File: src/logic/mini_core_pkg.sv
package mini_core_pkg;

    // architectural register width
    localparam int unsigned xlen = 32;

    // one extra bit so unsigned operands fit a signed datapath
    localparam int unsigned op_w = xlen + 1;

    // radix-2 Booth retires one multiplier bit per stage
    localparam int unsigned n_stages = op_w;

    // full signed product of two op_w-bit operands
    localparam int unsigned prod_w = 2 * op_w;

    // working word laid out as {A, Q, Q-1}
    localparam int unsigned acc_w = 2 * op_w + 1;

    // RISC-V M-extension multiply group
    typedef enum logic [1:0] {
        op_mul    = 2'b00,
        op_mulh   = 2'b01,
        op_mulhsu = 2'b10,
        op_mulhu  = 2'b11
    } mul_op_e;

    // request as it arrives from the issue stage
    typedef struct packed {
        mul_op_e          op;
        logic [xlen-1:0]  rs1;
        logic [xlen-1:0]  rs2;
    } mul_req_t;

    // one item in flight between pipeline stages
    typedef struct packed {
        logic             valid;
        mul_op_e          op;
        logic [op_w-1:0]  m;
        logic [acc_w-1:0] acc;
    } booth_stage_t;

    // rs1 is signed for everything except mulhu
    function automatic logic rs1_is_signed(mul_op_e op);
        logic sgn;
        case (op)
            op_mulhu: sgn = 1'b0;
            default:  sgn = 1'b1;
        endcase
        return sgn;
    endfunction

    // rs2 is signed only for mul and mulh
    function automatic logic rs2_is_signed(mul_op_e op);
        logic sgn;
        case (op)
            op_mul, op_mulh: sgn = 1'b1;
            default:         sgn = 1'b0;
        endcase
        return sgn;
    endfunction

    // widen an operand by one bit, copying the sign or inserting zero
    function automatic logic [op_w-1:0] extend_operand(logic [xlen-1:0] v, logic sgn);
        logic top;
        top = sgn & v[xlen-1];
        return {top, v};
    endfunction

endpackage

File: src/logic/mini_core_booth_result_select.sv
`timescale 1ns/100ps

module mini_core_booth_result_select
    import mini_core_pkg::*;
(
    input  logic            clk,
    input  logic            rst,
    input  booth_stage_t    stage_in,
    output logic            res_valid,
    output logic [xlen-1:0] res
);

    logic [prod_w-1:0] product;
    logic [xlen-1:0]   res_lo;
    logic [xlen-1:0]   res_hi;
    logic [xlen-1:0]   res_next;

    // product sits above the Q-1 bit after the last step
    always_comb begin
        product = stage_in.acc[acc_w-1:1];
    end

    // the two top product bits only matter for the extension and are dropped
    always_comb begin
        res_lo = product[xlen-1:0];
        res_hi = product[2*xlen-1:xlen];
    end

    // mul wants the low word, the mulh group the high word
    always_comb begin
        case (stage_in.op)
            op_mul: begin
                res_next = res_lo;
            end
            default: begin
                res_next = res_hi;
            end
        endcase
    end

    always_ff @(posedge clk or posedge rst) begin
        if (rst) begin
            res_valid <= 1'b0;
            res       <= '0;
        end else begin
            res_valid <= stage_in.valid;
            res       <= res_next;
        end
    end

    // an X here means a stage upstream passed garbage along with a valid item
    assert property (@(posedge clk) disable iff (rst)
        res_valid |-> !$isunknown(res))
        else $error("multiplier result has unknown bits while valid");

endmodule

File: config.mk
export PLATFORM = sky130hd
export DESIGN_NAME = mini_core_booth_result_select
export DESIGN_NICKNAME = d
export VERILOG_FILES = /design/src/logic/mini_core_pkg.sv /design/src/logic/mini_core_booth_result_select.sv
export SDC_FILE = /design/constraint.sdc
export NUM_CORES = 1
export LEC_CHECK = 0
export BUFFER_PORTS_ARGS = -buffer_cell sky130_fd_sc_hd__buf_2
export CAP_MARGIN = 10
export CORE_MARGIN = 5
export CORE_UTILIZATION = 35
export CTS_BUF_LIST = sky130_fd_sc_hd__clkbuf_2
export DETAILED_ROUTE_END_ITERATION = 10
export GPL_ROUTABILITY_DRIVEN = 0
export HOLD_SLACK_MARGIN = 0.12
export PLACE_DENSITY = 0.92
export SLEW_MARGIN = 20
export SYNTH_ARGS = -nofsm -noshare
export SYNTH_HDL_FRONTEND = slang
export SYNTH_SLANG_ARGS = --single-unit
File: constraint.sdc
create_clock -name clk -period 1.14 [get_ports clk]
set_input_delay 0.228 -clock clk [delete_from_list [all_inputs] [get_ports clk]]
set_output_delay 0.228 -clock clk [all_outputs]
set_load 0.05 [all_outputs]
# Word-level counts from Yosys, hierarchy flattened
# Cells that the tools add are included.
# op_classes
add_sub_neg	0
n_mul	0
n_div	0
order_cmp	0
n_eq_ne	0
n_shift	0
muxes	1
bitwise	0
n_reduce_logical	1
# ops
cell	n
$mux W32	1
$logic_not A2 Y1	1
# totals
register_bits	33
latch_bits	0
ramBits	0
rom_bits	0
elab_cells	4
mem_count	0

# Depth between registers and ports, before layout
# Gate-level depths: netlist of the first run.
# depth
word_depth	2
ltp_mapped	3
mapped_depth_nobuf	2

# Worst setup path before layout of the first run
# OpenSTA, ideal clock, no wires.
# synth_timing
kind	input -> register
from	input stage_in[101] (netlist name)
to	register res[0]
setup_time_ns	0.125
arrival_time_ns	0.883
setup_slack_ns	0.133
stages	3
path_cell_list	nor2_4 -> clkbuf_8 -> mux2_2
# synth_via
elab_chain_len	2
# synth_lines
item	line_no	text
start, declared	mini_core_booth_result_select.sv:8	input booth_stage_t stage_in,
$logic_not A2 Y1	mini_core_booth_result_select.sv:31	case (stage_in.op)
$mux W32	mini_core_booth_result_select.sv:31	
via res_next[0]	mini_core_booth_result_select.sv:16	logic [xlen-1:0] res_next;
end signal, assigned	mini_core_booth_result_select.sv:47	res <= res_next;
end, declared	mini_core_booth_result_select.sv:10	output logic [xlen-1:0] res
# The timed path passes the listed nets, and every way through them passes these cells.

# Final worst setup path of the first run
# layout_timing
from	register res[27]
to	output res[27]
# No word-level cell between the ends.

==> results.ini, run 1 <==
[status]
status=complete, but fails checks
violations=negative setup slack

[synth]
synthTopCellsByArea=dfrtp_1 66%, mux2_2 27%, clkbuf_8 3.3%
ys_warn_count=0
synth_top_area_share_pct=66.1
ys_ff_latch=33
synth_nets=175
synthDistinctLibCells=6
syn_area_sq_um=1250
synthCells=70
synth_area_per_cell_sq_um=17.9
ys_seq_area_share_pct=66.1
synth_top_cell_by_area=dfrtp_1

[critical_path]
crit_type=reg2out
crit_arrival_ns=0.94
crit_path_end_kind=output pin
cp_num_buf_inv=1
crit_required_ns=0.91
crit_slowest_cell=dfrtp_1
crit_chain=buf_6
max_stage_delay_ns=0.42
cp_max_fo=1
startpoint_type=register
path_delay_family=flip-flops

[die]
io_pins=138
fp.dieW_microns=69.8
dieArea_sq_um=4870
core_area_sq_um=3390
rows=21
die_h_microns=69.8
start_util_pct=36.9

[finish]
final_common_cell=buf_2
final_area_sq_um=2760
final_cell_mix=68 x buf_2, 66 x dlygate4sd3_1, 33 x buf_6, 33 x dfrtp_1, 30 x mux2_2
num-nets-final=349
synthToLayoutAreaGrowth_pct=120
seqCellArea_sq_um=826
fill_cells=174
instances_no_fill=293
multiInputGateArea_sq_um=379
drive_above_1_share_pct=58.8
fin_util_pct=81.3

[place]
place_area_sq_um=1820
dp_cells=217
port_buffers=101

[sta]
rsz0062_at_grt=yes
finalMaxSlewViolations=0
setup_viol=22
tightest_slew_ns=0.179
min_period_ns=1.17
max_clock_freq_ghz=0.853
hold_viol_final=0
fin_crit_sh_pct=103
relSlewSlack_pct=88.1
fin_ws_ns=-0.0322

[grt]
grt_pass1_vias=1641
grt_pass1_wl_microns=8110
grt_max_degree=34
grt_usage_pct=22.3
overflow=0
antenna_found_initial=2

[pwr]
leakagePower_uw=0.00133
power_density_nw_per_um2=1110
peakVddDrop_uv=793

[min_path]
min_path_type=in2reg

[clock_network]
numCtsBuffers=5
cts_max_level=2
clk_pin_slew_ns=0.16
cts_tree=built
cts.sinks=33
cts_buffer_depth=2
cts_setup_buffers=0
cts-root-buf=clkbuf_2

[routing]
wl_microns=5110
first_pass_iters=4
ant_nets=0
drc_errors=0
initialDrtViolationCount=58
wl_per_cell_microns=17.4
vias_per_cell=4.39
vias=1287

[flow_run]
maxCapViolations=0

power by group:
group	internal, uW	leakage, uW	switching (uW)
sequential	1260	0.000385	44.1
clock	375	0.0000406	366
combinational	499	0.000901	514
total	2130	0.00133	923
kinds of logic (layout without fill, tap and decap cells):
| family | count (synthesis) | count (layout) | share of synthesized area (%) |
|---|---|---|---|
| buffers and inverters | 4 | 179 | 3.60 |
| DFF | 33 | 33 | 66.1 |
| muxes | 32 | 32 | 29.4 |
| other | 0 | 2 | 0 |
| and+or+nand+nor | 1 | 1 | 0.901 |
state kept, by name, indices dropped and copies added, names as in the netlist:
name       count
res           32
res_valid      1
cells in the mapped netlist, drive strengths merged:
cell,n
inv,1
mux2,32
dfrtp,33
clkbuf,3
nor2,1
area by class of cell:
cell class / count / area share (%)
tap: 46 / 2.09
multi-input combinational: 33 / 13.8
sequential: 33 / 30.0
clock buffer: 6 / 1.09
timing repair buffer: 170 / 51.5
clock inverter: 2 / 1.23
antenna: 2 / 0.182
inverter: 1 / 0.136
path summary, 6_finish.rpt:
path	start	slack, ns	cells after the start	end
worst max-delay path	res[27]	-0.03	1	res[27]
worst min-delay path	stage_in[100]	0.41	4	res[3]
max in group asynchronous	rst	0.50	4	res[22]
min in group asynchronous	rst	0.45	4	res[15]
routing by layer:
metal	track usage [%]	routed length [microns]	up-vias	part of all wire, %
met5	0	0	-	0
met2	46.0	3120	70	61
li1	-	-	587	-
met3	6.52	311	26	6.1
met1	16.6	1390	604	27
met4	15.3	286	0	5.6
timing repair:
action,CTS,global route
hold buffers,66,0
resized for setup,66,0
hold endpoints to repair,66,0
endpoints found under the setup margin,33,33
stage by stage:
step           hold WS [ns]  setup slack (ns)  setup TNS, ns  power, uW
2_1_floorplan         0.259             0.133              0       1770
3_3_place_gp          0.281           -0.0291         -0.249       2000
3_5_place_dp          0.301           -0.0420         -0.387       2010
4_1_cts               0.368           -0.0565         -0.965       3070
5_1_grt               0.370           -0.0963          -2.27       3200
6_report              0.406           -0.0322         -0.338       3060
No activity file was read; power rests on OpenSTA's default activity.
==> inputs of run 2 (changes only) <==
==> constraint.sdc (replaced) <==
create_clock -name clk -period 1.14 [get_ports clk]
set_input_delay 0.114 -clock clk [delete_from_list [all_inputs] [get_ports clk]]
set_output_delay 0.114 -clock clk [all_outputs]
set_load 0.05 [all_outputs]
==> results.ini, run 2 (same netlist as run 1, synthesis figures left out) <==
[finish]
final_cell_mix=72 x buf_2, 66 x dlygate4sd3_1, 33 x dfrtp_1
num-nets-final=349
fin_util_pct=77.0
top_register=res
reg.largest.list=res: 32 flops, res_valid: 1 flops
fill_cells=202
final_common_cell=buf_2
synthToLayoutAreaGrowth_pct=109
drive_above_1_share_pct=58.8
largest_register_ffs=32

[grt]
grt_use_met1_pct=16.1
antenna_found_initial=1
grt_usage_pct=20.6
grt.busiest_layer=met2
grt_max_degree=34
overflow=0
grtUsageMet3_pct=6.81
grt_use_met2_pct=41.0
grt_pass1_vias=1609
grt_pass1_wl_microns=7510

[clock_network]
cts_max_level=2
clk_pin_slew_ns=0.16
cts.sinks=33
cts_tree=built
numCtsBuffers=5
cts_buffer_depth=2
cts-root-buf=clkbuf_2
cts_setup_buffers=0

[die]
fp.dieW_microns=69.8
io_pins=138
rows=21
core_area_sq_um=3390
start_util_pct=36.9
die_h_microns=69.8
dieArea_sq_um=4870

[flow_run]
maxCapViolations=0

[pwr]
switching_share_pct=30.6
leakagePower_uw=0.00128
power_density_nw_per_um2=1140
seqPwrFrac_pct=43.1
p_switching_uw=912
pwr-share-comb_pct=31.6
pwr-share-clk_pct=25.2
p_int_uw=2060
peakVddDrop_uv=757
total_power_uw=2980

[critical_path]
crit_arrival_ns=0.98
crit_required_ns=1.03
crit_slowest_cell=dfrtp_1
crit_type=reg2out
cp_num_buf_inv=1
max_stage_delay_ns=0.42
cp_max_fo=1
crit_path_end_kind=output pin
path_delay_family=flip-flops
startpoint_type=register
crit_chain=buf_4

[sta]
relSlewSlack_pct=73.0
rsz0062_at_grt=no
tightest_slew_ns=0.406
max_clock_freq_ghz=0.914
setup_viol=0
fin_crit_sh_pct=95.9
min_period_ns=1.09
hold_viol_final=0
fin_setup_tns_ns=0
finalMaxSlewViolations=0

[status]
status=complete, no violations

[place]
hpwl_microns=2650
port_buffers=101

[routing]
initialDrtViolationCount=30
wl_per_cell_microns=16.9
vias_per_cell=4.44
vias=1297
drc_errors=0
first_pass_iters=3
wl_microns=4930
ant_nets=0

[min_path]
min_path_type=in2reg

## run 2: cell types whose count changed in the layout (fill, tap and decap cells not counted), sizes merged
cell | before | now
buf | 104 | 99
diode | 2 | 1
clkbuf | 6 | 11
## run 2: final timing paths
kind,slack (ns),cells past startpoint,end,from
min in group asynchronous,0.36,4,res[16],rst
max in group asynchronous,0.46,4,res[25],rst
worst max-delay path,0.05,1,res[5],res[5]
worst min-delay path,0.27,4,res[3],stage_in[100]
## run 2: power groups by stage
stage	registers (uW)	clock network [uW]	logic, uW
6_report	1280	750	941
5_1_grt	1290	825	991
4_1_cts	1280	770	882
3_5_place_dp	1300	0	706
3_3_place_gp	1300	0	696
2_1_floorplan	1630	0	145
## run 2: per-stage QoR
stage	hold slack, ns	std cells	instance area (sq um)	worst slack (ns)
finish	0.266	292	2610	0.0462
global route	0.224	292	2610	0.0000628
CTS	0.241	291	2530	0.00178
detailed placement	0.224	217	1810	0.0742
global placement	0.222	217	1810	0.0870
floorplan	0.145	70	1250	0.247
## run 2: repair_timing
item,CTS,global route
hold buffers,66,0
setup endpoints to repair,1,28
hold endpoints to repair,66,0
gates resized for setup,1,52
## run 2: final cells by class
| cell class | instances | area (sq um) | share of cell area, % |
|---|---|---|---|
| Timing Repair Buffer | 170 | 1280 | 48.9 |
| Sequential cell | 33 | 826 | 31.6 |
| Multi-Input combinational cell | 33 | 379 | 14.5 |
| Tap cell | 46 | 57.6 | 2.21 |
| Clock inverter | 2 | 33.8 | 1.29 |
| Clock buffer | 6 | 30.0 | 1.15 |
| Inverter | 1 | 3.75 | 0.144 |
| Antenna cell | 1 | 2.50 | 0.0959 |
## run 2: routing by layer
layer  vias to the layer above  share of wire (%)
met4                         0                5.6
li1                        589                  -
met2                        72                 59
met5                         -                  0
met1                       614                 30
met3                        22                5.6
