<file path="config.mk">
export PLATFORM = sky130hd
export DESIGN_NAME = mini_core_booth_step
export DESIGN_NICKNAME = d
export VERILOG_FILES = /design/src/logic/mini_core_pkg.sv /design/src/logic/mini_core_booth_step.sv
export SDC_FILE = /design/constraint.sdc
export NUM_CORES = 1
export LEC_CHECK = 0
export BUFFER_PORTS_ARGS = -buffer_cell sky130_fd_sc_hd__buf_4
export CAP_MARGIN = 15
export CORE_UTILIZATION = 50
export DETAILED_ROUTE_END_ITERATION = 6
export PLACE_DENSITY = 0.92
export REMOVE_ABC_BUFFERS = 1
export SLEW_MARGIN = 40
export SYNTH_ARGS = -nofsm -noshare
export SYNTH_HDL_FRONTEND = slang
export SYNTH_SLANG_ARGS = --single-unit
</file>
<file path="constraint.sdc">
create_clock -name clk -period 4.4 [get_ports clk]
set_input_delay 0.88 -clock clk [delete_from_list [all_inputs] [get_ports clk]]
set_output_delay 0.88 -clock clk [all_outputs]
set_load 0.03 [all_outputs]
</file>
<file path="src/logic/mini_core_pkg.sv">
package mini_core_pkg;

    // architectural register width
    localparam int unsigned xlen = 32;

    // one extra bit so unsigned operands fit a signed datapath
    localparam int unsigned op_w = xlen + 1;

    // radix-2 Booth retires one multiplier bit per stage
    localparam int unsigned n_stages = op_w;

    // full signed product of two op_w-bit operands
    localparam int unsigned prod_w = 2 * op_w;

    // working word laid out as {A, Q, Q-1}
    localparam int unsigned acc_w = 2 * op_w + 1;

    // RISC-V M-extension multiply group
    typedef enum logic [1:0] {
        op_mul    = 2'b00,
        op_mulh   = 2'b01,
        op_mulhsu = 2'b10,
        op_mulhu  = 2'b11
    } mul_op_e;

    // request as it arrives from the issue stage
    typedef struct packed {
        mul_op_e          op;
        logic [xlen-1:0]  rs1;
        logic [xlen-1:0]  rs2;
    } mul_req_t;

    // one item in flight between pipeline stages
    typedef struct packed {
        logic             valid;
        mul_op_e          op;
        logic [op_w-1:0]  m;
        logic [acc_w-1:0] acc;
    } booth_stage_t;

    // rs1 is signed for everything except mulhu
    function automatic logic rs1_is_signed(mul_op_e op);
        logic sgn;
        case (op)
            op_mulhu: sgn = 1'b0;
            default:  sgn = 1'b1;
        endcase
        return sgn;
    endfunction

    // rs2 is signed only for mul and mulh
    function automatic logic rs2_is_signed(mul_op_e op);
        logic sgn;
        case (op)
            op_mul, op_mulh: sgn = 1'b1;
            default:         sgn = 1'b0;
        endcase
        return sgn;
    endfunction

    // widen an operand by one bit, copying the sign or inserting zero
    function automatic logic [op_w-1:0] extend_operand(logic [xlen-1:0] v, logic sgn);
        logic top;
        top = sgn & v[xlen-1];
        return {top, v};
    endfunction

endpackage

</file>
<file path="src/logic/mini_core_booth_step.sv">
`timescale 1ns/100ps

module mini_core_booth_step
    import mini_core_pkg::*;
(
    input  logic         clk,
    input  logic         rst,
    input  booth_stage_t stage_in,
    output booth_stage_t stage_out
);

    logic [op_w-1:0]  a_cur;
    logic [op_w-1:0]  m_cur;
    logic [1:0]       booth_pair;
    logic [op_w:0]    a_sum;
    logic [acc_w:0]   wide;
    logic [acc_w-1:0] acc_next;

    // split the working word
    always_comb begin
        a_cur      = stage_in.acc[acc_w-1 -: op_w];
        m_cur      = stage_in.m;
        booth_pair = stage_in.acc[1:0];
    end

    // Q0 and Q-1 decide the partial product
    // A is widened by one sign bit so the sum cannot wrap before the shift
    always_comb begin
        case (booth_pair)
            2'b01: begin
                a_sum = {a_cur[op_w-1], a_cur} + {m_cur[op_w-1], m_cur};
            end
            2'b10: begin
                a_sum = {a_cur[op_w-1], a_cur} - {m_cur[op_w-1], m_cur};
            end
            default: begin
                a_sum = {a_cur[op_w-1], a_cur};
            end
        endcase
    end

    // arithmetic shift right by one across A, Q and Q-1
    // the guard bit of the sum becomes the new sign of A
    always_comb begin
        wide     = {a_sum, stage_in.acc[acc_w-op_w-1:0]};
        acc_next = wide[acc_w:1];
    end

    always_ff @(posedge clk or posedge rst) begin
        if (rst) begin
            stage_out.valid <= 1'b0;
            stage_out.op    <= op_mul;
            stage_out.m     <= '0;
            stage_out.acc   <= '0;
        end else begin
            stage_out.valid <= stage_in.valid;
            stage_out.op    <= stage_in.op;
            stage_out.m     <= stage_in.m;
            stage_out.acc   <= acc_next;
        end
    end

    // no stage may create or swallow an item
    assert property (@(posedge clk) disable iff (rst)
        stage_out.valid == $past(stage_in.valid))
        else $error("booth stage dropped or duplicated a valid item");

endmodule

</file>
* Word-level counts from Yosys, hierarchy flattened
Index checks and enable logic that the tools add are counted.
Widths: inputs -> output; s select.
** Storage, ports and cells
- Register bits after elaboration :: 103
- Output and inout port bits :: 103
- Bits of input ports :: 105
- Word-level logic and storage cells :: 9
** Operators by class
- $add $sub $neg :: 2
- Mux-type cells :: 1
- Eq/ne operators :: 2
** Operator list (number)
- $pmux 34 s2 :: 1
- $add 33x33->34 :: 1
- $sub 33x33->34 :: 1
- $eq 2x1->1 const B :: 1
- $eq 2x2->1 const B :: 1

* Depth between registers and ports, before layout
Gate-level depths: netlist (run 1).
- Depth after elaboration :: 2
- Gate-level depth with buffers :: 18
- Gate-level depth less buffers :: 16

* Worst setup path before layout (run 1)
No wires, ideal clock.
- Kind :: input port to flip-flop
- From :: input stage_in[83] (netlist bit)
- To :: register stage_out[66] (netlist bit)
- Path slack :: 0.228 ns
- Stages :: 16
- Path buffers :: 2
- Data arrival time :: 4.050 ns
- Library setup time :: 0.122 ns
- Data required time :: 4.278 ns
- Cells stage by stage :: nor4_2 nand4b_2 nor3_1 nor2b_1 clkbuf_1 a21oi_1 xnor2_1 ha_1 buf_2 and3_1 nand3_1 or3_2 o32a_2 o21ai_2 o211ai_1 a2111oi_1
** Between the ends
- Longest elaborated chain between the ends :: 2
- Elaborated cells between the ends (all ways) :: 3
- Classes of those cells :: add/sub (2); mux (1)
** Ends and longest elaborated chain
- from (decl) :: RTL line mini_core_booth_step.sv:8 : input booth_stage_t stage_in,
- $sub 33x33->34 / $add 33x33->34 (equally long branches) :: RTL line mini_core_booth_step.sv:34, mini_core_booth_step.sv:31
- $pmux 34 s2 (*) :: RTL line mini_core_booth_step.sv:29 : case (booth_pair)
- net a_sum[33] :: RTL line mini_core_booth_step.sv:15 : logic [op_w:0] a_sum;
- to (decl) :: RTL line mini_core_booth_step.sv:9 : output booth_stage_t stage_out
The timed path passes the listed nets; every way through them passes the cells marked *.

* Worst setup path after layout (run 1)
Ends and elaborated chain as after synthesis.

==> flow_metrics.py, run 1 <==
metrics = {
    "layout": {
        "layout_common_cells": "240 x buf_4, 103 x dfrtp_1, 43 x nand2_1, 43 x a21oi_1, 41 x xnor2_1",
        "nets": 946,
        "area_delta_synth_final_pct": 39.3,
        "largestRegisters": "stage_out x103",
        "layout.cells.non_filler": 950,
        "largest_register": "stage_out",
        "final_common_cell": "buf_4",
        "layout-drive-gt1-share_pct": 34.3,
        "nFillCells": 836,
        "antennaDiodeCount": 0,
        "largest_reg_flops": 103,
    },
    "die": {
        "die_area_um2": 11900,
        "core_area_um2": 11000,
        "die_h_um": 109,
        "rows": 38,
        "initial_core_util_pct": 52.2,
        "die_w_um": 109,
        "pin_count": 208,
    },
    "route": {
        "viasPerCell": 5.60,
        "firstDrtPassIters": 5,
        "drc": 0,
        "detail_route.wl_per_cell_um": 17.0,
        "finalWirelength_mm": 16.1,
        "vias": 5321,
        "drt_iter0_drc": 264,
        "ant_nets": 0,
    },
    "timing": {
        "fmax_ghz": 0.247,
        "finalSetupViolCount": 0,
        "fin_crit_sh_pct": 92.2,
        "holdWs_ns": 0.620,
        "rsz0062_at_grt": "false",
        "final_hold_viol_count": 0,
        "min_period_ns": 4.06,
        "maxSlewViolCount": 0,
        "worst_pin_slew_ns": 0.698,
        "slew_headroom_pct": 53.5,
    },
    "global_route": {
        "grt_pass1_wl_mm": 25.4,
        "overflow": 0,
        "grt_pass1_vias": 5152,
        "grt_max_degree": 80,
        "grt_antenna_before_repair": 0,
        "globalRouteTotalUtil_pct": 28.0,
    },
    "setup_path": {
        "crit_path_max_fanout": 5,
        "path_common_cell": "buf_4",
        "critical_path_class": "input pin to flop",
        "critPathRequiredTime_ns": 4.64,
        "arrival_ns": 4.29,
        "crit_slowest_cell": "or3_2",
        "critical-path-top-delay-family": "simple AND/OR/NAND/NOR gates",
        "worst_setup_path_start_kind": "input pin",
        "critical_path.endpoint_type": "flop",
        "crit_buf_inv": 4,
        "crit_chain": "buf_4 > nor4_2 > buf_4 > nand4b_2 > buf_4 > nor4_4 > buf_4 > a21oi_1 > xnor2_1 > ha_1 > nand4_1 > or3_2 > o32a_2 > o21ai_2 > o211ai_1 > a2111oi_1",
        "cp_slowest_stage_delay_ns": 0.49,
    },
    "synthesis": {
        "ys_async_sr_fraction_pct": 100,
        "ys_types": 74,
        "synth_cells": 573,
        "yosysWarnings": 0,
        "syn_avg_cell_area_um2": 10.0,
        "synth_edf_count": 0,
        "synth_area_um2": 5730,
        "synth_seq_cells": 103,
        "synth_flop_cell": "dfrtp_1",
        "seq_area_frac_synth_pct": 45.0,
    },
    "clock_network": {
        "clock_sinks": 103,
        "cts_resized": 0,
        "post_cts_buffers": 0,
        "cts_tree": "done",
        "h-tree-depth": 3,
        "numCtsBuffers": 9,
        "clk_pin_slew_worst_paths_ns": 0.07,
        "cts_buffer_depth": 2,
        "cts_root_buffer": "clkbuf_16",
        "hold_buffers": 0,
    },
    "worst_hold_path": {
        "hp-class": "input pin to asynchronous set/reset pin",
    },
    "flow_run": {
        "maxCapViolations": 0,
    },
    "pwr": {
        "p_total_mw": 3.05,
        "power_density_nw_per_um2": 382,
        "p_leak_nw": 3.84,
        "vdd_ir_drop_max_uv": 272,
    },
    "placement": {
        "dp.cells": 934,
        "portBuffers": 207,
        "finalWeightedCongestion": 0.988,
        "dp.final_hpwl_mm": 12.8,
    },
    "status": {
        "status": "completed",
    },
}
cell type report:
class,count,area [um2],area share (%)
Tap cell,140,175,2.19
Clock inverter,4,73.8,0.924
Timing Repair Buffer,240,1800,22.6
Multi-Input combinational cell,427,3000,37.5
Clock buffer,12,267,3.34
Sequential cell,103,2580,32.3
Inverter,24,95.1,1.19
per-layer routing:
layer / track usage [%] / routed length [um] / up-vias
met4: 13.5 / 481 / 0
li1: - / - / 2558
met5: 0 / 0 / -
met3: 4.96 / 1240 / 36
met2: 46.6 / 7880 / 220
met1: 35.1 / 6530 / 2507
power by group:
part	switching, mW	internal, mW
clock	0.346	0.546
combinational	0.637	0.446
sequential	0.0286	1.04
total	1.01	2.04
final timing paths:
path,startpoint,to,slack [ns],cells past startpoint
min in group clk,stage_in[32],stage_out[31]$_DFF_PP0_,0.63,1
hold / removal,rst,stage_out[31]$_DFF_PP0_,0.62,2
max in group asynchronous,rst,stage_out[34]$_DFF_PP0_,2.97,3
setup / recovery,stage_in[83],stage_out[66]$_DFF_PP0_,0.34,16
cell families after synthesis:
| group | count (synthesis) | synth area share [%] |
|---|---|---|
| AO/OA/AOI/OAI | 172 | 20.6 |
| XOR/XNOR | 45 | 6.88 |
| adder cells (fa/ha/maj) | 36 | 7.99 |
| buffers and inverters | 43 | 2.90 |
| flip-flops | 103 | 45.0 |
| multiplexers | 4 | 0.720 |
| AND/OR/NAND/NOR | 170 | 15.9 |
cell usage after synthesis, types with 2 or more instances:
library cell  number  share of area [%]
a2111o_1           2               0.39
a2111oi_0          4               0.61
a2111oi_1          2               0.35
a211o_1            2               0.31
a211oi_1           6               0.79
a21boi_1           4               0.52
a21o_1            19                2.5
a21oi_1           43                3.8
a311oi_1           3               0.46
a31o_1             2               0.31
a31oi_1           10                1.1
and2_1             6               0.65
and3_1            15                1.6
and3b_1            2               0.31
clkbuf_1          17                1.1
dfrtp_1          103                 45
ha_1              35                7.6
inv_1             23                1.5
mux2i_1            3               0.52
nand2_1           43                2.8
nand2b_1           2               0.22
nand3_1            6               0.52
nand4_1            8               0.87
nor2_1            39                2.6
nor2b_1            7               0.76
nor3_1            22                1.9
nor3b_1            3               0.39
nor4_4             3                1.1
o211ai_1           4               0.52
o21a_1             7               0.92
o21ai_0           18                1.6
o21ai_1           11               0.96
o21bai_1           6               0.79
o22ai_1            2               0.22
o31ai_1            8                1.0
or3_1              2               0.22
xnor2_1           41                6.3
xor2_1             4               0.61
through the flow:
step                      TNS [ns]  setup slack (ns)  util, %  cell area [um2]
final                            0             0.344     72.7             7990
after global routing             0             0.109     72.7             7990
after CTS                        0             0.263     72.6             7980
after detailed placement    -0.144           -0.0903     69.5             7640
after global placement    -0.00729          -0.00729     69.5             7630
after floorplan                  0             0.193        -             5660
No activity file was read; power rests on OpenSTA's default activity.
==> run 2, diff against run 1 <==
--- a/config.mk
+++ b/config.mk
@@ -10,7 +10,6 @@
 export CORE_UTILIZATION = 50
 export DETAILED_ROUTE_END_ITERATION = 6
 export PLACE_DENSITY = 0.92
-export REMOVE_ABC_BUFFERS = 1
 export SLEW_MARGIN = 40
 export SYNTH_ARGS = -nofsm -noshare
 export SYNTH_HDL_FRONTEND = slang
==> flow_metrics.py, run 2 (synthesized netlist as in run 1, its figures left out) <==
metrics = {
    "setup_path": {
        "arrival_ns": 4.32,
        "cp_slowest_stage_delay_ns": 0.36,
        "critical-path-top-delay-family": "simple AND/OR/NAND/NOR gates",
        "crit_path_max_fanout": 5,
        "crit_slowest_cell": "nor4_2",
        "crit_chain": "buf_4 > nor4_2 > nand4b_2 > nor3_1 > nor2b_1 > a31oi_1 > xnor2_1 > ha_1 > and2_1 > and3_1 > and3_1 > a221oi_1 > o21ai_0 > a2111o_1 > and3_1",
        "critical_path_class": "input pin to flop",
        "crit_buf_inv": 1,
        "path_common_cell": "and3_1",
        "worst_setup_path_start_kind": "input pin",
        "critical_path.endpoint_type": "flop",
        "critPathRequiredTime_ns": 4.65,
    },
    "timing": {
        "totalNegativeSetupSlack_ns": 0,
        "rsz0062_at_grt": "false",
        "final_hold_viol_count": 0,
        "fin_crit_sh_pct": 92.6,
        "fin_ws_ns": 0.327,
        "worst_pin_slew_ns": 0.695,
        "holdWs_ns": 0.595,
        "slew_headroom_pct": 53.4,
        "fmax_ghz": 0.246,
        "maxSlewViolCount": 0,
        "min_period_ns": 4.07,
        "finalSetupViolCount": 0,
    },
    "clock_network": {
        "cts_buffer_depth": 2,
        "numCtsBuffers": 9,
        "h-tree-depth": 3,
        "cts_tree": "done",
        "cts_root_buffer": "clkbuf_16",
        "clk_pin_slew_worst_paths_ns": 0.07,
        "clock_sinks": 103,
    },
    "pwr": {
        "p_clk_share_pct": 28.5,
        "power.internal_mw": 2.00,
        "power_density_nw_per_um2": 383,
        "p_total_mw": 3.06,
        "sw_frac_of_total_pct": 34.7,
        "p_leak_nw": 3.84,
        "comb_power_share_pct": 36.3,
        "vdd_ir_drop_max_uv": 292,
        "power_frac_seq_pct": 35.2,
        "netSwitchingPower_mw": 1.06,
    },
    "layout": {
        "nets": 947,
        "layout_common_cells": "240 x buf_4, 103 x dfrtp_1, 43 x nand2_1, 43 x a21oi_1, 41 x xnor2_1",
        "antennaDiodeCount": 0,
        "final_common_cell": "buf_4",
        "layout-drive-gt1-share_pct": 34.2,
        "largest_register": "stage_out",
        "largestRegisters": "stage_out x103",
        "nFillCells": 790,
        "largest_reg_flops": 103,
        "multi_input_area_um2": 2990,
        "area_delta_synth_final_pct": 39.1,
        "seqCellArea_um2": 2580,
    },
    "global_route": {
        "grt_pass1_vias": 5261,
        "grt_antenna_before_repair": 0,
        "globalRouteTotalUtil_pct": 29.9,
        "grt_max_degree": 58,
        "overflow": 0,
        "grt_pass1_wl_mm": 26.7,
    },
    "route": {
        "firstDrtPassIters": 5,
        "finalWirelength_mm": 17.5,
        "ant_nets": 0,
        "drt_iter0_drc": 395,
        "drc": 0,
        "vias": 5409,
        "viasPerCell": 5.69,
        "detail_route.wl_per_cell_um": 18.4,
    },
    "die": {
        "pin_count": 208,
        "die_area_um2": 11900,
        "die_h_um": 109,
        "initial_core_util_pct": 52.2,
        "rows": 38,
        "core_area_um2": 11000,
        "die_w_um": 109,
    },
    "flow_run": {
        "maxCapViolations": 0,
    },
    "worst_hold_path": {
        "hp-class": "input pin to asynchronous set/reset pin",
    },
    "placement": {
        "dp_slack_ns": -0.0418,
        "portBuffers": 207,
        "dp.final_hpwl_mm": 13.6,
        "finalWeightedCongestion": 0.961,
    },
    "synthesis": {
        "synth.net_count": 714,
    },
    "status": {
        "status": "completed",
    },
}
[run 2: power by group through the flow]
stage | sequential (mW) | clock, mW | combinational, mW
2_1_floorplan | 1.29 | 0 | 0.466
3_3_place_gp | 1.09 | 0 | 1.07
3_5_place_dp | 1.09 | 0 | 1.09
4_1_cts | 1.08 | 0.877 | 1.10
5_1_grt | 1.09 | 0.914 | 1.19
6_report | 1.08 | 0.870 | 1.11
[run 2: stage by stage]
step	utilization (%)	instances	area [um2]
floorplan	-	573	5730
global placement	69.7	935	7650
detailed placement	69.7	935	7650
CTS	72.6	950	7970
global route	72.6	950	7980
finish	72.6	950	7980
[run 2: what timing repair did]
item,4_1_cts,5_1_grt
hold buffers,0,0
endpoints found under the setup margin,0,1
setup buffers,0,0
resized for setup,0,1
[run 2: area by class of cell]
cell class / instances / share of cell area, %
timing repair buffer: 241 / 22.8
inverter: 24 / 1.16
sequential: 103 / 32.3
clock buffer: 9 / 2.82
tap: 140 / 2.20
clock inverter: 6 / 1.15
multi-input combinational: 427 / 37.5
[run 2: routing by layer]
| metal | vias up | global-route usage (%) | routed length, um |
|---|---|---|---|
| met1 | 2568 | 37.5 | 7140 |
| met4 | 0 | 9.46 | 336 |
| li1 | 2548 | - | - |
| met3 | 24 | 5.38 | 1410 |
| met5 | - | 0 | 0 |
| met2 | 269 | 51.8 | 8560 |
[run 2: worst max-delay path by stage]
stage / from / to / depth (start not counted)
5_1_grt: stage_in[83] / stage_out[65]$_DFF_PP0_ / 15
3_5_place_dp: stage_in[67] / stage_out[61]$_DFF_PP0_ / 19
2_1_floorplan: stage_in[83] / stage_out[66]$_DFF_PP0_ / 16
3_3_place_gp: stage_in[67] / stage_out[61]$_DFF_PP0_ / 19
6_report: stage_in[83] / stage_out[65]$_DFF_PP0_ / 15
4_1_cts: stage_in[67] / stage_out[61]$_DFF_PP0_ / 19
