### config.mk
export PLATFORM = sky130hd
export DESIGN_NAME = mini_core_booth_operand_prep
export DESIGN_NICKNAME = d
export VERILOG_FILES = /design/src/logic/mini_core_pkg.sv /design/src/logic/mini_core_booth_operand_prep.sv
export SDC_FILE = /design/constraint.sdc
export NUM_CORES = 1
export LEC_CHECK = 0
export ABC_AREA = 1
export BUFFER_PORTS_ARGS = -buffer_cell sky130_fd_sc_hd__buf_2
export CORE_MARGIN = 4
export CORE_UTILIZATION = 37
export CTS_CLUSTER_DIAMETER = 200
export DETAILED_ROUTE_END_ITERATION = 8
export MAX_ROUTING_LAYER = met4
export PLACE_DENSITY_LB_ADDON = 0.08
export SLEW_MARGIN = 20
export SYNTH_ARGS = -nofsm -noshare
export SYNTH_HDL_FRONTEND = slang
export SYNTH_SLANG_ARGS = --single-unit
### constraint.sdc
create_clock -name clk -period 2.4 [get_ports clk]
set_input_delay 0.12 -clock clk [delete_from_list [all_inputs] [get_ports clk]]
set_output_delay 0.12 -clock clk [all_outputs]
set_load 0.005 [all_outputs]
### src/logic/mini_core_pkg.sv
package mini_core_pkg;

    // architectural register width
    localparam int unsigned xlen = 32;

    // one extra bit so unsigned operands fit a signed datapath
    localparam int unsigned op_w = xlen + 1;

    // radix-2 Booth retires one multiplier bit per stage
    localparam int unsigned n_stages = op_w;

    // full signed product of two op_w-bit operands
    localparam int unsigned prod_w = 2 * op_w;

    // working word laid out as {A, Q, Q-1}
    localparam int unsigned acc_w = 2 * op_w + 1;

    // RISC-V M-extension multiply group
    typedef enum logic [1:0] {
        op_mul    = 2'b00,
        op_mulh   = 2'b01,
        op_mulhsu = 2'b10,
        op_mulhu  = 2'b11
    } mul_op_e;

    // request as it arrives from the issue stage
    typedef struct packed {
        mul_op_e          op;
        logic [xlen-1:0]  rs1;
        logic [xlen-1:0]  rs2;
    } mul_req_t;

    // one item in flight between pipeline stages
    typedef struct packed {
        logic             valid;
        mul_op_e          op;
        logic [op_w-1:0]  m;
        logic [acc_w-1:0] acc;
    } booth_stage_t;

    // rs1 is signed for everything except mulhu
    function automatic logic rs1_is_signed(mul_op_e op);
        logic sgn;
        case (op)
            op_mulhu: sgn = 1'b0;
            default:  sgn = 1'b1;
        endcase
        return sgn;
    endfunction

    // rs2 is signed only for mul and mulh
    function automatic logic rs2_is_signed(mul_op_e op);
        logic sgn;
        case (op)
            op_mul, op_mulh: sgn = 1'b1;
            default:         sgn = 1'b0;
        endcase
        return sgn;
    endfunction

    // widen an operand by one bit, copying the sign or inserting zero
    function automatic logic [op_w-1:0] extend_operand(logic [xlen-1:0] v, logic sgn);
        logic top;
        top = sgn & v[xlen-1];
        return {top, v};
    endfunction

endpackage

### src/logic/mini_core_booth_operand_prep.sv
`timescale 1ns/100ps

module mini_core_booth_operand_prep
    import mini_core_pkg::*;
(
    input  logic         clk,
    input  logic         rst,
    input  logic         req_valid,
    input  mul_req_t     req,
    output booth_stage_t stage_out
);

    logic             rs1_sgn;
    logic             rs2_sgn;
    logic [op_w-1:0]  m_ext;
    logic [op_w-1:0]  q_ext;
    logic [acc_w-1:0] acc_init;

    // signedness follows the opcode of this request only
    always_comb begin
        rs1_sgn = rs1_is_signed(req.op);
        rs2_sgn = rs2_is_signed(req.op);
    end

    // rs1 becomes the multiplicand, rs2 the multiplier
    always_comb begin
        m_ext = extend_operand(req.rs1, rs1_sgn);
        q_ext = extend_operand(req.rs2, rs2_sgn);
    end

    // A starts at zero, Q holds the multiplier, Q-1 is zero
    always_comb begin
        acc_init = {{op_w{1'b0}}, q_ext, 1'b0};
    end

    // a bubble still advances so every item keeps its slot
    always_ff @(posedge clk or posedge rst) begin
        if (rst) begin
            stage_out.valid <= 1'b0;
            stage_out.op    <= op_mul;
            stage_out.m     <= '0;
            stage_out.acc   <= '0;
        end else begin
            stage_out.valid <= req_valid;
            stage_out.op    <= req.op;
            stage_out.m     <= m_ext;
            stage_out.acc   <= acc_init;
        end
    end

    // an unknown opcode would pick the wrong extension and result half downstream
    assert property (@(posedge clk) disable iff (rst)
        req_valid |-> !$isunknown(req.op))
        else $error("multiplier request with unknown opcode");

endmodule

## After elaboration in Yosys (flattened, before gate mapping)

Index checks and enable logic that the tools add are counted.

- Input bits: 69
- Register bits after elaboration: 69
- Logic and storage cells: 12

- Reduce and logical (&&, ||, !) cells: 2
- Bitwise logic cells: 2
- Equal/unequal tests: 2
- Multiplexer cells: 2

Operator list:

| cell | number |
|---|---|
| $and 1x1->1 | 2 |
| $eq 2x1->1 const B | 1 |
| $eq 2x2->1 const B | 1 |
| $logic_not 2->1 | 1 |
| $mux 1 | 2 |
| $reduce_or 2->1 | 1 |

## Logic depth before layout (Yosys ltp)

Gate-level depths: netlist (run 1).

- Word-level depth: 4
- Mapped depth: 2
- Gate-level depth less buffers: 2

## Worst setup path before layout (run 1)

OpenSTA, ideal clock, no wires.

- Path type: reg-to-output
- Start point: register stage_out[100] (netlist bit)
- End point: output stage_out[100] (netlist bit)
- Stages on the path, launching flop included: 1
- Data arrival time: 349 ps
- Path buffers: 0
- Slack: 1931 ps
- Data required time: 2280 ps
- Cells stage by stage: dfrtp_1

RTL lines:

| element | line | text |
|---|---|---|
| from (decl) | mini_core_booth_operand_prep.sv:10 | `output booth_stage_t stage_out` |

No word-level cell between the ends.

==> results of run 1 <==
-- layout make-up --
type	instances	area [µm²]	area share
Multi-Input combinational cell	36	140.1	0.03913
Tap cell	70	87.58	0.02446
Timing Repair Buffer	207	1381	0.3857
Sequential cell	69	1727	0.4822
Inverter	3	11.26	0.003145
Clock inverter	5	82.58	0.02306
Clock buffer	11	151.4	0.04228
-- critical path: cells and delay by family --
| kind | cells | cell delay, ns |
|---|---|---|
| buffers and inverters | 4 | 1.45 |
-- logic make-up (layout without fill, tap and decap cells) --
family	after synthesis	count (layout)
buffers and inverters	37	226
AO/OA/AOI/OAI	1	1
AND/OR/NAND/NOR	1	1
flip-flops	69	69
other	1	34
-- metrics by stage --
stage | cells | hold WS (ns)
floorplan | 142 | 0.1514
global placement | 317 | 0.2183
detailed placement | 317 | 0.2187
CTS | 401 | 0.3996
global route | 401 | 0.4172
finish | 401 | 0.3894
-- how the worst min path moves through the flow --
| stage | startpoint | end | slack, ns | cells past startpoint |
|---|---|---|---|---|
| finish | rst | stage_out[19] | 0.39 | 3 |
| global route | req[38] | stage_out[73] | 0.42 | 2 |
| CTS | rst | stage_out[94] | 0.40 | 3 |
| detailed placement | rst | stage_out[91] | 0.22 | 2 |
| global placement | rst | stage_out[19] | 0.22 | 2 |
| floorplan | req[64] | stage_out[100] | 0.15 | 0 |
-- cell usage after synthesis --
cell	instances	area, µm²
nor2_1	1	3.750
inv_1	3	11.26
buf_4	34	255.2
a21oi_2	1	8.760
dfrtp_1	69	1727
conb_1	1	3.750
-- routing by layer --
| layer | up-vias | global-route usage | wire length, µm |
|---|---|---|---|
| met3 | 16 | 0.05263 | 573 |
| met4 | 0 | 0.1063 | 162 |
| met5 | - | - | 0 |
| li1 | 693 | - | - |
| met2 | 101 | 0.2932 | 2736 |
| met1 | 679 | 0.1622 | 1798 |
-- power by group through the flow --
stage	Sequential (mW)	Clock [mW]	Combinational, mW
after floorplan	1.27	0	0.0705
after global placement	1.25	0	0.169
after detailed placement	1.25	0	0.170
after CTS	1.23	1.08	0.257
after global routing	1.24	1.14	0.286
final	1.23	1.06	0.256
==> summary.md, run 1 <==
The simple-gate area share of the yosys netlist works out to 0.001868. For the pin with the worst max-slew slack, the measured transition is 0.5729 ns. The routed via count divided by cell count came out at 3.713. In this run the worst setup path terminates at stage_out[96]. For the combinational cell fraction of total power, the log shows 0.100.

In this run the standard cell core region covers 0.005172 mm². Overall power consumption after layout is estimated at 2.553 mW. Setup repair after global routing left no endpoint under its margin. Leaving out fill and tap cells, the most frequent cells in the layout are buf_2 (137), dfrtp_1 (69), dlygate4sd3_1 (68).

The net count of the finished layout is 395. In this run the static leakage power is 1.888 nW. The count of clock tree sinks came out at 69. In this run the tool buffered the top-level ports with 137 buffer cells. The critical path is of the input pin to asynchronous set/reset pin type. TritonCTS built the clock tree.

The number of antenna diodes in the final layout is 0. The worst setup path is captured at an asynchronous set/reset pin. Most common cell after layout, fill and taps aside: buf_2. Setup total negative slack on the finished layout was measured at 0 ns. The final critical-path setup slack came out at 1.319 ns. For this design the ratio of total power to cell area is 713.0 mW/mm². The mux cell area share after synthesis is 0. The aggregate routed wire length is 5270 µm, and the remaining design rule violation count is 0. In this run the vertical extent of the chip is 81.70 µm.

Buffers inserted to repair hold after CTS numbered 68. After global routing the overflow that remains totals 0. The tools report the number of nets still failing antenna checks after routing as 0. The tools report the cell area after technology mapping as 0.002009 mm². The die covers 0.006674 mm². The chip width was 81.70 µm; the net load switching power was 536.8 µW.

The share of the synthesized area in compound gates (AO/OA/AOI/OAI) is 0.004359, and the post-synthesis share of cell area spent on xor and xnor gates is 0. The smallest clock period supported by the final layout is computed as 1.081 ns. The tree is rooted in a clkbuf_8. The run gives 1.451 ns as the worst setup slack before clock tree synthesis. Post-synthesis average cell area: 18.44 µm². The post-CTS setup repair buffer count was 0. The starting utilization of the core area was 0.3885.

For the deepest clock path buffer count, the log shows 2. The tools report the worst endpoint required time as 2.91 ns. Row generation in the floorplan step produced 26 rows.

The number of hold violations in the final report is 0. The share of the cycle needed by the critical path after routing was 0.4503; the number of global-route vias before repair was 1684. Number of antenna violations at the first check in global routing: 0. Clock-pin slew was measured on the worst setup and hold paths at 0.08 ns. The filler cells instantiated in the layout total 378. The H-tree was split into 3 levels.

The highest-delay cell along the critical path is dlygate4sd3_1. The max-slew violation count is 0, and the count of endpoints failing setup in the final report is 0. The fraction of layout instances using a drive strength above 1 was 0.4743; the flop and latch count out of synthesis was 69.

The tools report the area of all placed cells without fillers as 0.003581 mm². By area, the combinational part of the netlist is dominated by buffers and inverters. After detailed placement, the total cell area comes to 0.002666 mm². For the worst setup path, the data arrival time is 1.59 ns.

The relative max-transition margin was 0.6175. The register with the most flip-flops in the layout has 69 of them. The largest registers in the layout are stage_out: 69 flops. Count of synthesis-stage warnings from yosys: 0. The run gives 6 as the number of distinct library cell variants in the gate-level netlist after synthesis. The flow ran to the end, and the final reports show no timing, DRC or antenna violations. The clock network fraction of total power is 0.417. The logs give 7810 µm for the global-route wire length before repair and 1489 for the count of vias placed by the detailed router. Register bank with the most flops: stage_out.

The routability congestion estimate was 0.6918; the switching power as a share of total power was 0.2102. Entering global routing, the biggest net connects 30 pins. The logs give 0 for the max-capacitance violation count and 0.6923 for the utilization after layout. For this run, the detailed router's first-pass iteration total came to 3. The run gives 0.1688 as the total routing usage reported by global routing. The power share of the sequential group is 0.483.

The sequential cell area fraction in the yosys report came out at 0.8593. STA classifies the critical path startpoint as an input pin. Of all nets on the critical path, the largest fanout is 29. IR analysis of the VDD net gives a maximum drop of 440.1 µV. Maximum cell stage delay along the critical path: 0.53 ns.

The internal portion of the total power is 2.016 mW. The arithmetic-cell share of the synthesized area counting full adders, half adders and majority gates was 0; the initial detailed-routing violation count was 27. In this run, CTS created clock tree buffers numbering 9. In the final routed layout, each cell accounts on average for 13.14 µm.

Number of ports placed on the die boundary: 172. The critical path starts at rst. Timing-limited maximum frequency: 925.3 MHz.

The run gives 3666 µm as the detailed-placement wirelength estimate. The number of gates resized after CTS was 0. From synthesis to final layout, the design area changed by 78.21%. The signal on the critical path passes through dlygate4sd3_1, buf_2, inv_2, buf_4.

The class of the tightest hold or removal check was input pin to asynchronous set/reset pin. Synthesis handed over a netlist of 109 instances.
Power figures use the tool's default switching activity.
==> run 2, diff against run 1 <==
==> constraint.sdc (replaced) <==
create_clock -name clk -period 1.1 [get_ports clk]
set_input_delay 0.055 -clock clk [delete_from_list [all_inputs] [get_ports clk]]
set_output_delay 0.055 -clock clk [all_outputs]
set_load 0.005 [all_outputs]
==> summary.md, run 2 (synthesis results as in run 1) <==
The logs give 0 (unchanged) for the max-slew violation count and 2 (-1) for the count of TritonRoute iterations in the first routing pass. The pin count of the biggest net entering global routing was 38 (+27%); the number of antenna violations at the first check in global routing was 0 (unchanged). The clock transition at the register clock pins on the worst setup and hold paths after CTS was 0.07 ns (about the same); the power density over cell area was 1482 mW/mm² (+110%). The number of buffer and inverter stages on the critical path is 1 (-3), and the total placed cells including tap cells is 317 (unchanged). TritonCTS built the clock tree. For the global-route wire length before repair, the log shows 7548 µm (-3.4%). The highest-delay cell along the critical path is dfrtp_1.

The worst endpoint required time came out at 1.04 ns (-1.87 ns). The tools report the count of vias placed by the detailed router as 1453 (-2.4%). Broken down by cell family, the worst path's largest delay share belongs to flip-flops. The worst setup path is launched from a flip-flop. The number of buffers added on ports works out to 137 (unchanged).

The count of endpoints failing setup in the final report came out at 0 (unchanged). The routed via count divided by cell count works out to 3.642 (-1.9%). STA classifies the critical path endpoint as an output pin. The tightest min-delay check is of the input pin to asynchronous set/reset pin type.

The maximum fanout encountered on the critical timing path came out at 1 (-97%). The run gives 395 (unchanged) as the count of nets after finishing. The run gives 0 (unchanged) as the post-CTS setup repair buffer count. The root buffer selected by CTS is clkbuf_8. For this run, the top clock speed supported by timing is 1129 MHz. The hold buffer count at cts was 68 (unchanged); the per-cell routed wire length was 12.93 µm (-1.6%). The run gives 0.3885 (unchanged) as the starting utilization of the core area.

The worst setup path is of the flip-flop to output pin kind. The tools report the total routing usage reported by global routing as 0.1640 (-0.004811). The largest registers in the layout are stage_out: 69 flops. Count of placed standard cells in the final layout, fillers left out: 399 (-0.50%). The tools report the number of hold violations in the final report as 0 (unchanged). For the area of the core, the log shows 0.005172 mm² (unchanged). The aggregate routed wire length was 5159 µm (-2.1%); the final critical path time including I/O delays and setup was 0.8860 ns. The deepest clock path buffer count is 2 (unchanged), and the area growth from synthesis to layout is 77.21%. The vertical die dimension was 81.70 µm (unchanged). The maximum cell stage delay along the critical path was 0.37 ns (-0.16 ns); the number of flip-flops in the largest register was 69 (unchanged). For the remaining design rule violation count, the log shows 0 (unchanged).

The depth of the CTS H-tree was 3 (unchanged); the leakage power was 1.867 nW (-1.1%). The logs give 0 (unchanged) for the remaining global-route overflow and 3574 µm (-2.5%) for the detailed-placement wirelength estimate. The area of all placed cells without fillers is 0.003561 mm² (-0.56%). The most common cell after layout, fill and taps aside is buf_2. The total area of multi-input combinational cells was 140.1 µm² (unchanged). Count of clock tree sinks: 69 (unchanged).

The CTS buffer count was 9 (unchanged); the summed negative setup slack over all endpoints was 0 ns (unchanged). In the layout the commonest cells are buf_2 (137), dfrtp_1 (69), dlygate4sd3_1 (68). The run gives 18 (-33%) as the initial detailed-routing violation count. The max-capacitance violation count was 0 (unchanged). The number of ports placed on the die boundary came out at 172 (unchanged). The number of nets still failing antenna checks after routing came out at 0 (unchanged). Setup repair after global routing left no endpoint under its margin. The flow ran to the end, and the final reports show no timing, DRC or antenna violations. For the peak ir drop on the vdd network, the log shows 1308 µV (+200%). The fraction of layout instances using a drive strength above 1 came out at 0.4711 (-0.003196). The number of fill cells in the layout was 376 (-0.53%); the area of the die was 0.006674 mm² (unchanged). Routability congestion estimate: 0.7617 (+10%). Chip width: 81.70 µm (unchanged). Ranked by flip-flop count, first place goes to stage_out. The run gives 0.001727 mm² (unchanged) as the storage element area.

The data arrival time of the critical path was 0.83 ns (-0.76 ns); the number of global-route vias before repair was 1541 (-8.5%). For the final antenna diode count, the log shows 0 (unchanged). Post-cts gate resize count: 0 (unchanged). The number of placement rows was 26 (unchanged). The signal on the critical path passes through buf_2. The share of the cycle needed by the critical path after routing is 0.8055, and the instance area at placement is 0.002683 mm² (+0.61%).
-- run 2: cell types whose count changed in the layout (fill, tap and decap cells not counted), sizes merged --
cell / delta
clkinv: -2
bufinv: -1
inv: -1
clkinvlp: +2
-- run 2: area by class of cell --
cell class / instances / area share
inverter: 3 / 0.004216
multi-input combinational: 36 / 0.03935
sequential: 69 / 0.4849
clock inverter: 3 / 0.01300
tap: 70 / 0.02460
clock buffer: 11 / 0.04252
timing repair buffer: 207 / 0.3914
-- run 2: worst max-delay path by stage --
stage,startpoint,endpoint,slack [ns],cells after the start
6_report,stage_out[5],stage_out[5],0.21,1
3_3_place_gp,stage_out[91],stage_out[91],0.56,1
3_5_place_dp,rst,stage_out[101],0.56,3
2_1_floorplan,rst,stage_out[100],0.29,1
5_1_grt,stage_out[10],stage_out[10],0.15,1
4_1_cts,stage_out[11],stage_out[11],0.18,1
-- run 2: power by group --
group | total [mW] | switching, mW | internal (mW)
Sequential | 2.69 | 0.0268 | 2.66
Clock | 2.02 | 0.872 | 1.15
Combinational | 0.564 | 0.226 | 0.338
Total | 5.28 | 1.12 | 4.15
-- run 2: per-stage QoR --
step	util	total power, mW	setup WS [ns]	hold slack (ns)
2_1_floorplan	-	2.921	0.2890	0.08643
4_1_cts	0.6884	5.336	0.1832	0.3327
5_1_grt	0.6884	5.545	0.1539	0.3420
6_report	0.6884	5.276	0.2140	0.3343
3_3_place_gp	0.5186	3.111	0.5604	0.1206
3_5_place_dp	0.5186	3.113	0.5569	0.1213
-- run 2: routing by layer --
| metal | track usage | up-vias | wire (µm) |
|---|---|---|---|
| met1 | 0.1754 | 671 | 1778 |
| met3 | 0.06140 | 6 | 491 |
| met5 | - | - | 0 |
| met4 | 0.05814 | 0 | 52 |
| met2 | 0.2793 | 84 | 2836 |
| li1 | - | 692 | - |
==> run 3, diff against run 2 <==
==> constraint.sdc (replaced) <==
create_clock -name clk -period 0.9 [get_ports clk]
set_input_delay 0.045 -clock clk [delete_from_list [all_inputs] [get_ports clk]]
set_output_delay 0.045 -clock clk [all_outputs]
set_load 0.005 [all_outputs]
==> summary.md, run 3 (synthesis results as in run 1) <==
The count of placed standard cells in the final layout, fillers left out was 402 (+0.75%); the vertical die dimension was 81.70 µm (unchanged). The leakage power came out at 1.887 nW (+1.1%). For the detailed-placement wirelength estimate, the log shows 3657 µm (+2.3%).

CTS buffer count: 9 (unchanged). The number of hold violations in the final report was 0 (unchanged). Grouping stages by cell kind, the critical path spends the most delay in flip-flops.

The number of flip-flops in the largest register was 69 (unchanged); the global-route wire length before repair was 7665 µm (+1.6%). Traced cell by cell, the critical path runs through buf_2. The maximum cell stage delay along the critical path is 0.38 ns (about the same), and the max-capacitance violation count is 0 (unchanged). The routed via count divided by cell count was 3.719 (+2.1%); the number of buffers added on ports was 137 (unchanged). The depth of the CTS H-tree was 3 (unchanged). The remaining global-route overflow is 0 (unchanged), and the final antenna diode count is 0 (unchanged). The largest registers in the layout are stage_out: 69 flops. The type of the worst setup path is flip-flop to output pin. The logs give 1634 (+6.0%) for the number of global-route vias before repair and 0 (unchanged) for the number of nets still failing antenna checks after routing. The clock transition at the register clock pins on the worst setup and hold paths after CTS was 0.07 ns (about the same); the per-cell routed wire length was 13.23 µm (+2.4%). Chip width: 81.70 µm (unchanged).

The tools report the kind of launch point of the worst setup path as a flip-flop. The count of TritonRoute iterations in the first routing pass was 4 (+2); the number of fill cells in the layout was 382 (+1.6%). The post-cts gate resize count was 0 (unchanged); the deepest clock path buffer count was 2 (unchanged). The area growth from synthesis to layout was 79.08%. The area of the core came out at 0.005172 mm² (unchanged). The post-layout total power was 6.481 mW (+23%). The timing-limited maximum frequency is 1152 MHz.

Setup repair after global routing could not meet its margin everywhere. The tools report the remaining design rule violation count as 0 (unchanged). The pin count of the biggest net entering global routing is 33 (-13%), and the fraction of layout instances using a drive strength above 1 is 0.4699 (-0.001245). Routability congestion estimate: 0.7453 (-2.2%). The count of endpoints failing setup in the final report is 0 (unchanged), and the starting utilization of the core area is 0.3885 (unchanged). The power density over cell area came out at 1801 mW/mm² (+22%). The number of antenna violations at the first check in global routing is 0 (unchanged). The post-CTS setup repair buffer count came out at 0 (unchanged).

For the worst endpoint required time, the log shows 0.85 ns (-0.19 ns). The number of instances on the worst hold path is 2. The area of the die was 0.006674 mm² (unchanged); the data arrival time of the critical path was 0.82 ns (about the same).

Leaving out fill and tap cells, the most frequent cell in the layout is buf_2. TritonCTS built the clock tree. The number of ports placed on the die boundary is 172 (unchanged). The flow ran to the end, and the final reports show no timing, DRC or antenna violations. Total placed cells including tap cells: 318 (+0.32%). The share of the cycle needed by the critical path after routing is 0.9644, and the initial detailed-routing violation count is 21 (+3).

Number of buffer and inverter stages on the critical path: 1 (unchanged). The count of clock tree sinks was 69 (unchanged); the final critical path time including I/O delays and setup was 0.8679 ns. The number of placement rows is 26 (unchanged).

The run gives 396 (+0.25%) as the count of nets after finishing. Class of the tightest hold or removal check: input pin to flip-flop. The highest-delay cell along the critical path was dfrtp_1.

The count of vias placed by the detailed router is 1495 (+2.9%). STA classifies the critical path endpoint as an output pin. For the peak ir drop on the vdd network, the log shows 1239 µV (-5.3%). Aggregate routed wire length: 5320 µm (+3.1%). The maximum fanout encountered on the critical timing path is 1 (unchanged). Root buffer selected by CTS: clkbuf_8.

The library cells used most frequently in the layout, excluding fill and tap cells, are buf_2 (137), dfrtp_1 (69), dlygate4sd3_1 (68). The final-layout worst hold slack was 0.3561 ns (+0.02176 ns); the max-slew violation count was 0 (unchanged). The path length in cells of the critical path came out at 1 (unchanged). Counting flops per register, the top entry is stage_out.

The logs give 0.6957 (+0.007257) for the utilization after layout and 0.1670 (+0.003033) for the total routing usage reported by global routing.
[run 3: cell types whose count changed in the layout (fill, tap and decap cells not counted), sizes merged]
cell / delta
clkinv: +1
buf: +1
clkinvlp: -1
clkbuf: +2
[run 3: what timing repair did]
| action | CTS | global route |
|---|---|---|
| endpoints found under the setup margin | 0 | 29 |
| hold buffers | 68 | 0 |
| endpoints found under the hold margin | 138 | 0 |
[run 3: layout make-up]
type                       count  area, µm²  area share
clock inverter                 3      43.79     0.01217
clock buffer                  13      158.9     0.04416
tap                           70      87.58     0.02434
sequential                    69       1727      0.4798
inverter                       3      15.01    0.004172
timing repair buffer         208       1426      0.3964
multi-input combinational     36      140.1     0.03894
[run 3: worst paths after layout]
check	startpoint	end	slack [ns]
setup / recovery	stage_out[97]	stage_out[97]	0.03
hold / removal	req[49]	stage_out[84]	0.36
max in group asynchronous	rst	stage_out[32]	0.33
min in group asynchronous	rst	stage_out[97]	0.37
[run 3: power breakdown]
group / internal, mW / switching (mW) / total (mW)
registers: 3.26 / 0.0369 / 3.29
logic: 0.427 / 0.279 / 0.706
clock network: 1.43 / 1.05 / 2.48
[run 3: stage by stage]
stage	cell area (µm²)	setup slack, ns	setup TNS (ns)
floorplan	2137	0.09900	0
CTS	3598	0.0003726	0
global route	3598	-0.02138	-0.2283
global placement	2715	0.3705	0
finish	3598	0.03205	0
detailed placement	2715	0.3657	0
[run 3: layer usage]
metal | wire length, µm | global-route usage | part of all wire
met5 | 0 | - | 0
met4 | 88 | 0.09136 | 0.017
met3 | 464 | 0.04496 | 0.087
met2 | 3001 | 0.3062 | 0.56
met1 | 1766 | 0.1568 | 0.33
